`src/gb2p_cfg_pkg.sv`:
```
/*
 * Sizes, download indices and enums shared by the two-console glue.
 * rom_aw here is the widest store that the bus structs can address.
 */
package gb2p_cfg_pkg;

	//////////////////////////////////////////////////////////////////////
	// Widths and depths
	//////////////////////////////////////////////////////////////////////

	// Word address width of the shared cartridge store
	localparam int rom_aw = 10;

	// Byte address width of the host download stream
	localparam int dl_aw = 25;

	//////////////////////////////////////////////////////////////////////
	// Download indices
	//////////////////////////////////////////////////////////////////////

	// Cartridge images (plain, colour and other)
	localparam logic [7:0] dl_idx_cart_a = 8'h01;
	localparam logic [7:0] dl_idx_cart_b = 8'h41;
	localparam logic [7:0] dl_idx_cart_c = 8'h80;

	// Custom palette file
	localparam logic [7:0] dl_idx_palette = 8'h03;

	// Palette after reset, four 24-bit entries from the top down
	localparam logic [127:0] pal_default = 128'h8282_1451_7356_305A_5F1A_3B49_0000_0000;

	//////////////////////////////////////////////////////////////////////
	// Enums
	//////////////////////////////////////////////////////////////////////

	typedef enum logic [1:0] {
		mode_core1 = 2'd0,
		mode_core2 = 2'd1,
		mode_mixed = 2'd2,
		mode_split = 2'd3
	} audio_mode_e;

	typedef enum logic {
		arb_idle = 1'b0,
		arb_busy = 1'b1
	} arb_state_e;

endpackage
```
`src/gb2p_bus_pkg.sv`:
```
/*
 * Bundled signals of the glue: ROM bus, download beat, audio and palette.
 * The ROM bus is read only, so the request carries no write data.
 */
package gb2p_bus_pkg;

	// Wishbone classic request from a port master
	typedef struct packed {
		logic                            cyc;
		logic                            stb;
		logic                            we;
		logic [gb2p_cfg_pkg::rom_aw-1:0] adr;
		logic [1:0]                      sel;
	} wb_req_t;

	// Wishbone response, one 16-bit word
	typedef struct packed {
		logic        ack;
		logic [15:0] dat;
	} wb_rsp_t;

	// One beat of the host download stream
	typedef struct packed {
		logic                           wr;
		logic [gb2p_cfg_pkg::dl_aw-1:0] addr;
		logic [15:0]                    data;
		logic [7:0]                     idx;
	} dl_beat_t;

	// Unsigned stereo sample pair
	typedef struct packed {
		logic [15:0] left;
		logic [15:0] right;
	} stereo_t;

	// Four colour entries, pal1 is the top of the palette register
	typedef struct packed {
		logic [23:0] pal1;
		logic [23:0] pal2;
		logic [23:0] pal3;
		logic [23:0] pal4;
	} pal_t;

endpackage

```
`src/download_router.sv`:
```
/*
 * Splits the host download by index into cartridge writes and palette bytes.
 * Cartridge images larger than the store wrap onto its low words.
 */
module download_router #(
	parameter int rom_aw = gb2p_cfg_pkg::rom_aw
) (
	input  logic                   clk_sys,
	input  logic                   reset,
	input  logic                   dl_active,
	input  gb2p_bus_pkg::dl_beat_t dl,
	output logic                   cart_wr_en,
	output logic [rom_aw-1:0]      cart_wr_addr,
	output logic [15:0]            cart_wr_data,
	output logic                   core_hold,
	output gb2p_bus_pkg::pal_t     palette
);

	logic         is_cart;
	logic         is_pal;
	logic         hold_q;
	logic [127:0] pal_q;

	// Index decode
	assign is_cart = (dl.idx == gb2p_cfg_pkg::dl_idx_cart_a) |
	                 (dl.idx == gb2p_cfg_pkg::dl_idx_cart_b) |
	                 (dl.idx == gb2p_cfg_pkg::dl_idx_cart_c);
	assign is_pal  = (dl.idx == gb2p_cfg_pkg::dl_idx_palette);

	// Cartridge beats go straight to the store as word writes
	assign cart_wr_en   = dl_active & dl.wr & is_cart;
	assign cart_wr_addr = dl.addr[rom_aw:1];
	assign cart_wr_data = dl.data;

	always_ff @(posedge clk_sys) begin
		if (reset) begin
			hold_q <= 1'b0;
			pal_q  <= gb2p_cfg_pkg::pal_default;
		end else begin
			hold_q <= dl_active & is_cart;
			// Palette file is stored byte swapped
			if (dl_active & dl.wr & is_pal) begin
				pal_q <= {pal_q[111:0], dl.data[7:0], dl.data[15:8]};
			end
		end
	end

	assign core_hold = hold_q;

	// Lowest 32 bits carry no colour
	always_comb begin
		palette.pal1 = pal_q[127:104];
		palette.pal2 = pal_q[103:80];
		palette.pal3 = pal_q[79:56];
		palette.pal4 = pal_q[55:32];
	end

endmodule

```
`config.mk`:
```
export PLATFORM = sky130hd
export DESIGN_NAME = download_router
export DESIGN_NICKNAME = d
export VERILOG_FILES = /design/src/gb2p_cfg_pkg.sv /design/src/gb2p_bus_pkg.sv /design/src/download_router.sv
export SDC_FILE = /design/constraint.sdc
export NUM_CORES = 1
export LEC_CHECK = 0
export CELL_PAD_IN_SITES_DETAIL_PLACEMENT = 2
export CELL_PAD_IN_SITES_GLOBAL_PLACEMENT = 2
export CORE_MARGIN = 4
export CORE_UTILIZATION = 36
export CTS_BUF_LIST = sky130_fd_sc_hd__clkbuf_8
export CTS_CLUSTER_DIAMETER = 60
export DETAILED_ROUTE_END_ITERATION = 8
export DONT_BUFFER_PORTS = 1
export PLACE_DENSITY = 0.79
export SETUP_SLACK_MARGIN = 0.4
export SKIP_LAST_GASP = 1
export SLEW_MARGIN = 40
export SYNTH_ARGS = -nofsm -noshare
export SYNTH_HDL_FRONTEND = slang
export SYNTH_SLANG_ARGS = --single-unit
export TNS_END_PERCENT = 20
```
`constraint.sdc`:
```
create_clock -name clk_sys -period 1.5 [get_ports clk_sys]
set_input_delay 0.3 -clock clk_sys [delete_from_list [all_inputs] [get_ports clk_sys]]
set_output_delay 0.3 -clock clk_sys [all_outputs]
set_load 0.005 [all_outputs]
```
Word-level counts from Yosys, hierarchy flattened
Index checks and enable logic that the tools add are counted.
{"block": "totals", "regBits": 129}
{"block": "classes", "bitwise_logic": 6, "n_eq_ne": 4}
{"op": "$eq A8 B1 Y1 const B", "n": 1}
{"op": "$eq A8 B2 Y1 const B", "n": 1}
{"op": "$eq A8 B7 Y1 const B", "n": 1}
{"op": "$eq A8 B8 Y1 const B", "n": 1}
{"op": "$and A1 B1 Y1", "n": 4}
{"op": "$or A1 B1 Y1", "n": 2}

Depth between registers and ports, before layout
Gate-level depths: netlist of the first run.
{"block": "depth", "word_depth": 4, "depth_mapped": 6}

Worst setup path after synthesis of the first run
OpenSTA, ideal clock, no wires.
{"block": "synth_path", "path_type": "input-to-reg", "startpoint": "input dl[3] (netlist bit)", "endpoint": "register pal_q[100]", "slack_ns": 0.012, "required_time_ns": 1.428, "arrival_ns": 1.417, "setup_time_ns": 0.072, "path_stages": 6, "n_path_buf": 3, "path_cell_list": "nor4_2 -> and4_1 -> buf_4 -> buf_8 -> buf_6 -> mux2i_1"}
{"block": "synth_between", "elab_chain_len": 2}
{"item": "from (decl)", "line_no": "download_router.sv:11", "text": "input gb2p_bus_pkg::dl_beat_t dl,"}
{"item": "$eq A8 B2 Y1", "line_no": "download_router.sv:28", "text": "assign is_pal = (dl.idx == gb2p_cfg_pkg::dl_idx_palette);"}
{"item": "$and A1 B1 Y1", "line_no": "download_router.sv:42", "text": "if (dl_active & dl.wr & is_pal) begin"}
{"item": "to (signal assigned)", "line_no": "download_router.sv:38", "text": "pal_q <= gb2p_cfg_pkg::pal_default;"}
{"item": "to (signal assigned)", "line_no": "download_router.sv:43", "text": "pal_q <= {pal_q[111:0], dl.data[7:0], dl.data[15:8]};"}
{"item": "to (decl)", "line_no": "download_router.sv:22", "text": "logic [127:0] pal_q;"}
Every way passes these cells.
A chain may end at the register's enable or synchronous reset.

Worst setup path after layout of the first run
{"block": "layout_path", "startpoint": "input dl[3] (netlist bit)", "endpoint": "register pal_q[25]"}
The elaborated chain is that of the path after synthesis.

==> out/results.ini, run 1 <==
[critical_path]
path_class=in -> reg
crit_path_end_kind=register
path_max_fanout=17
r2r_slack_ns=0.69
start_kind=input pin
cp.arrival_ns=1.55
crit_required_ns=1.85

[floorplan]
core_um2=16600
rows=47
dieWidth_um=138
num_io_pins=177
die_h_um=138
die-area_um2=19100
start_util_pct=36.8

[finish]
finish.net_count=569
antenna_cells=0
drive_gt1_share_pct=23.3
fin_area_um2=6390
regArea_um2=2700
fillers=1769
multi_input_area_um2=2440
syn_to_final_growth_pct=4.78

[synth]
synth_top_cell_area_share_pct=42.4
synth_compound_area_share_pct=0.123
synthAdderAreaFrac_pct=0
yosysSeqAreaShare_pct=42.4
synthMuxAreaShare_pct=21.0
syn_area_per_cell_um2=9.94
ys_ff_latch=129
synth_simple_gate_area_share_pct=17.9
synth_xor_area_share_pct=0
syn_inst=613
yosysWarnings=0
synth_area_leaders=dfxtp_1 (42%), mux2i_1 (21%), buf_4 (16%), nand2b_1 (13%), nor2_1 (4.1%)
synth_top_family_by_area=multiplexers
synth_cell_type_count=19
synth_area_leader_cell=dfxtp_1
synthesis.nets=666
synth_area_um2=6090

[clocking]
cts_tree=yes
htree_levels=4
cts_buffers=17
ctsLongestPathBuffers=2
cts.clk_slew.worst_paths_ns=0.07
cts_root_buffer=clkbuf_8
clock-sinks=129
clock_latency_ns=0.43

[timing]
holdWs_ns=0.0383
min_period_over_period_pct=79.8
maxSlewHeadroom_pct=82.9
worst_slew_pin_slew_ns=0.254
hold_viol_final=0
maxSlewViolCount=0
tns_ns=0
fmax_mhz=835
finalSetupViolCount=0
rsz0062_at_grt=yes
skew_ns=0.00882
fin_crit_ns=1.20

[drt]
dr_wl_met3_um=963
first_pass_iters=4
top_layer=met4
routed_wl_um=13800
ant_nets=0
vias=3471
drt-vias-per-instance=4.63
routedWlPerCell_um=18.5
dr_wl_met2_um=6880
wl_met1_um=5850
drc_errors=0
drtIter0Drc=116

[power_and_ir_drop]
p_per_area_nw_per_um2=1020
peakVddDrop_mv=0.513
leakage_nw=2.13

[global_route]
overflow=0
grt_max_degree=190
first_global_vias=3761
globalRouteTotalUtil_pct=14.2
grt_antenna_before_repair=0
grt_pass1_wl_um=21600

[run_status]
status=finished clean

[placement]
postPlaceCellArea_um2=5450
dp_hpwl_um=9100
place_congestion=0.726
portBuffers=0

[flow_run]
maxCapViolations=0

[hold_path]
hold_class=in -> reg

[cell usage in the layout, fill, tap and decap left out, drive strengths merged]
cell type	n
buf	20
dlygate4sd3	15
clkinv	4
dfxtp	129
nand4	1
or4b	1
nand2b	123
nor4	2
nor3b	1
o21bai	1
nand3	1
nor2	66
clkinvlp	3
bufinv	2
clkbuf	26
nor4bb	1
nor2b	1
mux2i	128
and4	1
inv	3
[cell type report]
class,count,share of cell area (%)
Multi-Input combinational cell,327,38.2
Clock inverter,12,1.84
Sequential cell,129,42.3
Timing Repair Buffer,41,8.97
Clock buffer,20,4.31
Tap cell,220,4.31
[metal layers]
layer / global-route usage [%] / vias to the layer above
li1: - / 1676
met5: 0 / -
met2: 23.0 / 97
met4: 4.11 / 0
met1: 17.0 / 1682
met3: 6.56 / 16
[flip-flops by register name, indices dropped and copies added, names as in the netlist]
name / cells
core_hold: 1
pal_q: 128
[synthesized netlist by cell type (all sizes together)]
cell / count
and4: 1
buf: 137
clkbuf: 20
dfxtp: 129
mux2i: 128
nand2b: 123
nand3: 1
nand4: 1
nor2: 66
nor2b: 1
nor3b: 1
nor4: 2
nor4bb: 1
o21bai: 1
or4b: 1
[logic make-up after synthesis]
| family | count (synthesis) |
|---|---|
| flip-flops | 129 |
| AO/OA/AOI/OAI | 1 |
| multiplexers | 128 |
| buffers and inverters | 157 |
| AND/OR/NAND/NOR | 198 |
[repair_timing]
item,in CTS,in global routing
setup endpoints to repair,110,185
hold endpoints to repair,12,2
buffers inserted,1,5
cloned,0,6
pin swaps,2,2
hold buffers,13,2
gates resized for setup,54,35
[report_power, final]
| group | leakage [nW] | internal [mW] | switching [mW] |
|---|---|---|---|
| logic | 0.882 | 0.106 | 0.0425 |
| clock network | 0.204 | 1.58 | 1.37 |
| registers | 1.05 | 3.39 | 0.00166 |
| total | 2.13 | 5.08 | 1.42 |
[stage by stage]
step                      util, %  cells  total power, mW  worst slack [ns]
after CTS                    36.6    736             6.59             0.343
after global placement       32.8    690             3.61           -0.0219
after global routing         38.5    749             6.83             0.301
after floorplan                 -    613             3.71            0.0590
after detailed placement     32.8    690             3.62           -0.0841
final                        38.5    749             6.49             0.302
[final timing paths]
kind / from / to / cells past startpoint
setup / recovery: dl[3] / pal_q[25] / 5
hold / removal: reset / pal_q[58] / 2
hold reg to reg: pal_q[24] / pal_q[24] / 2
setup reg to reg: pal_q[76] / pal_q[92] / 2
[worst max-delay path: stages]
cell and delay (ns):
nor4_4 0.30, and4_4 0.32, buf_12 0.18, buf_12 0.19
mux2i_1 0.23
(Power assumes the default switching activity.)
==> inputs of run 2 (changes only) <==
--- a/config.mk
+++ b/config.mk
@@ -5,15 +5,16 @@
 export SDC_FILE = /design/constraint.sdc
 export NUM_CORES = 1
 export LEC_CHECK = 0
+export ABC_AREA = 1
 export CELL_PAD_IN_SITES_DETAIL_PLACEMENT = 2
 export CELL_PAD_IN_SITES_GLOBAL_PLACEMENT = 2
 export CORE_MARGIN = 4
-export CORE_UTILIZATION = 36
+export CORE_UTILIZATION = 35
 export CTS_BUF_LIST = sky130_fd_sc_hd__clkbuf_8
 export CTS_CLUSTER_DIAMETER = 60
 export DETAILED_ROUTE_END_ITERATION = 8
 export DONT_BUFFER_PORTS = 1
-export PLACE_DENSITY = 0.79
+export PLACE_DENSITY = 0.82
 export SETUP_SLACK_MARGIN = 0.4
 export SKIP_LAST_GASP = 1
 export SLEW_MARGIN = 40
==> constraint.sdc (replaced) <==
create_clock -name clk_sys -period 1.12 [get_ports clk_sys]
set_input_delay 0.224 -clock clk_sys [delete_from_list [all_inputs] [get_ports clk_sys]]
set_output_delay 0.224 -clock clk_sys [all_outputs]
set_load 0.005 [all_outputs]
==> out/results.ini, run 2 <==
[finish]
fillers=2047  ; +16%
layout_commonest_cell=nor2_1
multi_input_area_um2=2080  ; -15%
largest_reg_flops=128  ; unchanged
antenna_cells=0  ; unchanged
regMostFlops=pal_q
fin_area_um2=6280  ; -1.7%
drive_gt1_share_pct=19.6  ; -3.6 points
most-common-layout-cells=nor2_1 (175), nand2_1 (172), nand3_1 (128), inv_1 (94)
regArea_um2=2790  ; +3.1%
finish.net_count=814  ; +43%
syn_to_final_growth_pct=0.885

[floorplan]
num_io_pins=177  ; unchanged
core_um2=17400  ; +4.7%
dieWidth_um=141  ; +2.3%
rows=48  ; +2.1%
die-area_um2=20000  ; +4.7%
start_util_pct=35.9  ; -0.89 points
die_h_um=141  ; +2.3%

[drt]
dr_wl_met2_um=8740  ; +27%
top_layer=met4
routed_wl_um=17000  ; +23%
ant_nets=0  ; unchanged
dr_wl_met3_um=1290  ; +33%
first_pass_iters=4  ; unchanged
drt-vias-per-instance=4.74  ; +2.4%
drc_errors=0  ; unchanged
routedWlPerCell_um=17.0  ; -7.9%
vias=4739  ; +37%
drtIter0Drc=230  ; +98%
wl_met1_um=6660  ; +14%

[global_route]
overflow=0  ; unchanged
globalRouteTotalUtil_pct=17.1  ; +2.8 points
grt_pass1_wl_um=27000  ; +25%
grt_max_degree=47  ; -75%
first_global_vias=5141  ; +37%
grt_antenna_before_repair=0  ; unchanged

[timing]
fmax_mhz=958
finalSetupViolCount=0  ; unchanged
holdWs_ns=0.00271  ; -0.0356 ns
rsz0062_at_grt=yes
hold_viol_final=0  ; unchanged
skew_ns=0.0101  ; +0.00129 ns
maxSlewViolCount=0  ; unchanged
worst_slew_pin_slew_ns=0.271  ; +0.0164 ns
fin_crit_ns=1.04
maxSlewHeadroom_pct=81.9  ; -1.0 points
min_period_over_period_pct=93.2

[synth]
yosysMostFrequentCell=nor2_1
synth_top_cell_area_share_pct=41.5  ; -0.88 points
ys_ff_latch=129  ; unchanged
synth_cell_type_count=17  ; -2
synth_area_um2=6220  ; +2.1%
async_flop_share_pct=0  ; unchanged
synth_area_leader_cell=dfxtp_1
yosysWarnings=0  ; unchanged
synth_common_cells=nor2_1 (177), nand2_1 (175), dfxtp_1 (129), nand3_1 (129), buf_4 (128)
syn_area_per_cell_um2=7.05  ; -29%
synth_edf_count=0  ; unchanged
synthesis.nets=936  ; +41%
synthFlopType=dfxtp_1
syn_inst=883  ; +44%
yosysSeqAreaShare_pct=41.5  ; -0.88 points
synth_area_leaders=dfxtp_1 (41%), buf_4 (15%), nor2_1 (11%), nand2_1 (11%), nand3_1 (10%)

[power_and_ir_drop]
peakVddDrop_mv=0.674  ; +31%
leakage_nw=2.71  ; +27%
power.internal_mw=6.60  ; +30%
pwr-share-clk_pct=44.3  ; -1.2 points
p_comb_share_pct=3.8  ; +1.5 points
netSwitchingFraction_pct=23.9  ; +2.1 points
p_seq_share_pct=51.9  ; -0.3 points
p_per_area_nw_per_um2=1380  ; +36%
switchingPower_mw=2.07  ; +46%

[critical_path]
path_class=reg -> out
path_max_fanout=3  ; -14
crit_path_end_kind=primary output
cp.arrival_ns=0.82  ; -0.73 ns
crit_required_ns=0.90  ; -0.95 ns
r2r_slack_ns=0.34  ; -0.35 ns
start_kind=register
cp_num_cells=0  ; -5
r2r_cells=4  ; +2

[flow_run]
maxCapViolations=0  ; unchanged

[run_status]
status=finished clean

[placement]
place_congestion=0.731  ; +0.73%
portBuffers=0  ; unchanged
postPlaceCellArea_um2=5590  ; +2.7%
dp_hpwl_um=11600  ; +27%

[clocking]
hold_buffers=7  ; -6
cts_root_buffer=clkbuf_8
ctsLongestPathBuffers=2  ; unchanged
cts.clk_slew.worst_paths_ns=0.08  ; about the same
htree_levels=4  ; unchanged
clock_latency_ns=0.44  ; about the same
cts_tree=yes
post_cts_buffers=0  ; -1
clock-sinks=129  ; unchanged
cts_buffers=17  ; unchanged

[hold_path]
hold_depth=2  ; unchanged
hold_class=in -> reg

==> run 2: stage by stage <==
stage / power (mW) / utilization [%] / worst slack, ns / instances / setup TNS [ns]
floorplan: 4.99 / - / 0.0403 / 883 / 0
global placement: 5.00 / 32.2 / -0.174 / 960 / -18.29
detailed placement: 5.01 / 32.2 / -0.257 / 960 / -25.00
CTS: 8.85 / 35.6 / 0.0296 / 999 / 0
global route: 9.10 / 36.2 / 0.0272 / 999 / 0
finish: 8.67 / 36.2 / 0.0759 / 999 / 0
==> run 2: what timing repair did <==
| item | 4_1_cts | 5_1_grt |
|---|---|---|
| endpoints found under the hold margin | 12 | 5 |
| pin swaps | 0 | 4 |
| setup endpoints to repair | 226 | 227 |
| gates resized for setup | 86 | 46 |
==> run 2: cells by family (layout without fill, tap and decap cells) <==
family	Yosys count	count (layout)	synth area share [%]
AOI/OAI and AO/OA	1	1	0.0803
buffers and inverters	266	157	26.1
and+or+nand+nor	487	487	32.3
DFF	129	129	41.5
==> run 2: layout make-up <==
| class | instances | area share [%] |
|---|---|---|
| sequential | 129 | 44.4 |
| multi-input combinational | 488 | 33.1 |
| timing repair buffer | 31 | 6.44 |
| inverter | 94 | 5.66 |
| tap | 225 | 4.48 |
| clock buffer | 18 | 3.95 |
| clock inverter | 14 | 1.99 |
==> run 2: power groups by stage <==
stage               clock network [mW]  registers (mW)  logic (mW)
floorplan                            0            4.70       0.290
global placement                     0            4.70       0.301
detailed placement                   0            4.70       0.308
CTS                               4.00            4.52       0.329
global route                      4.22            4.50       0.379
finish                            3.84            4.50       0.333
==> run 2: layer usage <==
layer	global-route usage, %	up-vias
met3	6.81	24
met2	30.7	97
met5	0	-
met4	5.51	0
li1	-	2314
met1	18.3	2304
==> run 2: worst paths after layout <==
kind | from | endpoint
setup / recovery | pal_q[45] | palette[13]
hold / removal | reset | pal_q[100]
setup reg to reg | pal_q[91] | pal_q[107]
hold reg to reg | pal_q[16] | pal_q[32]
==> inputs of run 3 (changes only) <==
--- a/config.mk
+++ b/config.mk
@@ -15,7 +15,7 @@
 export DETAILED_ROUTE_END_ITERATION = 8
 export DONT_BUFFER_PORTS = 1
 export PLACE_DENSITY = 0.82
-export SETUP_SLACK_MARGIN = 0.4
+export SETUP_SLACK_MARGIN = 0.3
 export SKIP_LAST_GASP = 1
 export SLEW_MARGIN = 40
 export SYNTH_ARGS = -nofsm -noshare
==> out/results.ini, run 3 (synthesis gave the netlist of run 2 again) <==
[timing]
maxSlewViolCount=0  ; unchanged
fmax_mhz=952  ; -0.58%
hold_viol_final=0  ; unchanged
worst_slack_ns=0.0698  ; -0.00612 ns
min_period_over_period_pct=93.8  ; +0.55 points
worst_slew_pin_slew_ns=0.310  ; +0.0395 ns
tns_ns=0  ; unchanged
rsz0062_at_grt=yes
finalSetupViolCount=0  ; unchanged
fin_crit_ns=1.05  ; +0.00612 ns
maxSlewHeadroom_pct=79.2  ; -2.7 points
skew_ns=0.00897  ; -0.00114 ns

[floorplan]
dieWidth_um=141  ; unchanged
start_util_pct=35.9  ; unchanged
die_h_um=141  ; unchanged
num_io_pins=177  ; unchanged
rows=48  ; unchanged
die-area_um2=20000  ; unchanged
core_um2=17400  ; unchanged

[global_route]
grt_pass1_wl_um=27300  ; +0.97%
grt_max_degree=47  ; unchanged
grt_antenna_before_repair=0  ; unchanged
overflow=0  ; unchanged
first_global_vias=5149  ; +0.16%
globalRouteTotalUtil_pct=17.3  ; +0.22 points

[drt]
routedWlPerCell_um=17.1  ; +0.51%
drt-vias-per-instance=4.74  ; about the same
routed_wl_um=17100  ; +0.81%
first_pass_iters=4  ; unchanged
ant_nets=0  ; unchanged
vias=4751  ; +0.25%
drc_errors=0  ; unchanged
drtIter0Drc=214  ; -7.0%

[power_and_ir_drop]
power.internal_mw=6.60  ; about the same
p_seq_share_pct=51.9  ; about the same
pwr-share-clk_pct=44.3  ; about the same
p_comb_share_pct=3.8  ; about the same
leakage_nw=2.72  ; +0.31%
peakVddDrop_mv=0.684  ; +1.5%
switchingPower_mw=2.07  ; about the same
p_per_area_nw_per_um2=1380  ; +0.16%
netSwitchingFraction_pct=23.9  ; about the same

[finish]
fillers=2052  ; +0.24%
largest_reg_flops=128  ; unchanged
finish.net_count=817  ; +0.37%
final_cells=1002  ; +0.30%
multi_input_area_um2=2050  ; -1.5%
drive_gt1_share_pct=19.0  ; -0.59 points
regArea_um2=2780  ; about the same
syn_to_final_growth_pct=0.784  ; about the same
fin_area_um2=6270  ; about the same
regMostFlops=pal_q
antenna_cells=0  ; unchanged
most-common-layout-cells=nor2_1 (176), nand2_1 (172), nand3_1 (128), inv_1 (94), dfxtp_1 (46)
layout_commonest_cell=nor2_1

[clocking]
htree_levels=4  ; unchanged
cts_tree=yes
post_cts_buffers=0  ; unchanged
cts.clk_slew.worst_paths_ns=0.07  ; about the same
clock_latency_ns=0.43  ; about the same
cts_buffers=17  ; unchanged
ctsLongestPathBuffers=2  ; unchanged
clock-sinks=129  ; unchanged
cts_root_buffer=clkbuf_8

[placement]
pre_cts_slack_ns=-0.257  ; unchanged
place_congestion=0.731  ; unchanged
portBuffers=0  ; unchanged
dp_hpwl_um=11600  ; unchanged
dp_cells=960  ; unchanged
postPlaceCellArea_um2=5590  ; unchanged

[hold_path]
hold_class=in -> reg

[critical_path]
crit_path_end_kind=primary output
path_class=reg -> out
cp.arrival_ns=0.83  ; about the same
crit_required_ns=0.90  ; about the same
path_max_fanout=3  ; unchanged
start_kind=register

[run_status]
status=finished clean

[flow_run]
maxCapViolations=0  ; unchanged

run 3: cell count changes in the layout (fill, tap and decap cells not counted), sizes merged:
| cell | delta |
|---|---|
| dlygate4sd3 | +3 |
run 3: per-stage QoR:
stage                     hold WS, ns  util (%)  total power [mW]
after floorplan                 0.378         -              4.99
after detailed placement        0.414      32.2              5.01
after CTS                     -0.0235      35.8              8.86
after global routing           0.0154      36.1              9.09
after global placement          0.383      32.2              5.00
final                          0.0242      36.1              8.68
run 3: worst paths after layout:
check,start,end,slack [ns],depth (start not counted)
worst max register to register,pal_q[50],pal_q[66],0.30,4
worst max-delay path,pal_q[45],palette[13],0.07,0
worst min-delay path,dl[12],pal_q[12],0.02,4
worst min register to register,pal_q[16],pal_q[32],0.47,2
run 3: cell type report:
| cell class | count | share of cell area [%] |
|---|---|---|
| clock inverters | 14 | 1.99 |
| repair buffers | 34 | 6.86 |
| clock buffers | 18 | 3.95 |
| flip-flops and latches | 129 | 44.4 |
| well taps | 225 | 4.49 |
| multi-input cells | 488 | 32.7 |
| inverters | 94 | 5.67 |
run 3: layer usage:
metal | vias to the layer above | track usage [%] | wire length [um]
li1 | 2318 | - | -
met1 | 2315 | 18.4 | 6650
met2 | 93 | 31.2 | 8850
met3 | 25 | 6.91 | 1310
met4 | 0 | 5.51 | 309
met5 | - | 0 | 0
run 3: worst min-delay path, delay by kind of cell:
kind                   cells  cell delay (ns)
and+or+nand+nor            3             0.16
buffers and inverters      1             0.04
run 3: what timing repair did:
| item | in CTS | in global routing |
|---|---|---|
| hold buffers | 10 | 0 |
| gates resized for setup | 86 | 37 |
| pin swaps | 0 | 0 |
| setup endpoints to repair | 211 | 220 |
| gates cloned | 0 | 0 |
| endpoints found under the hold margin | 12 | 0 |
run 3: power groups by stage:
stage / sequential, mW / clock [mW] / combinational, mW
global route: 4.50 / 4.21 / 0.378
finish: 4.50 / 3.85 / 0.332
global placement: 4.70 / 0 / 0.301
detailed placement: 4.70 / 0 / 0.308
floorplan: 4.70 / 0 / 0.290
CTS: 4.52 / 4.00 / 0.340
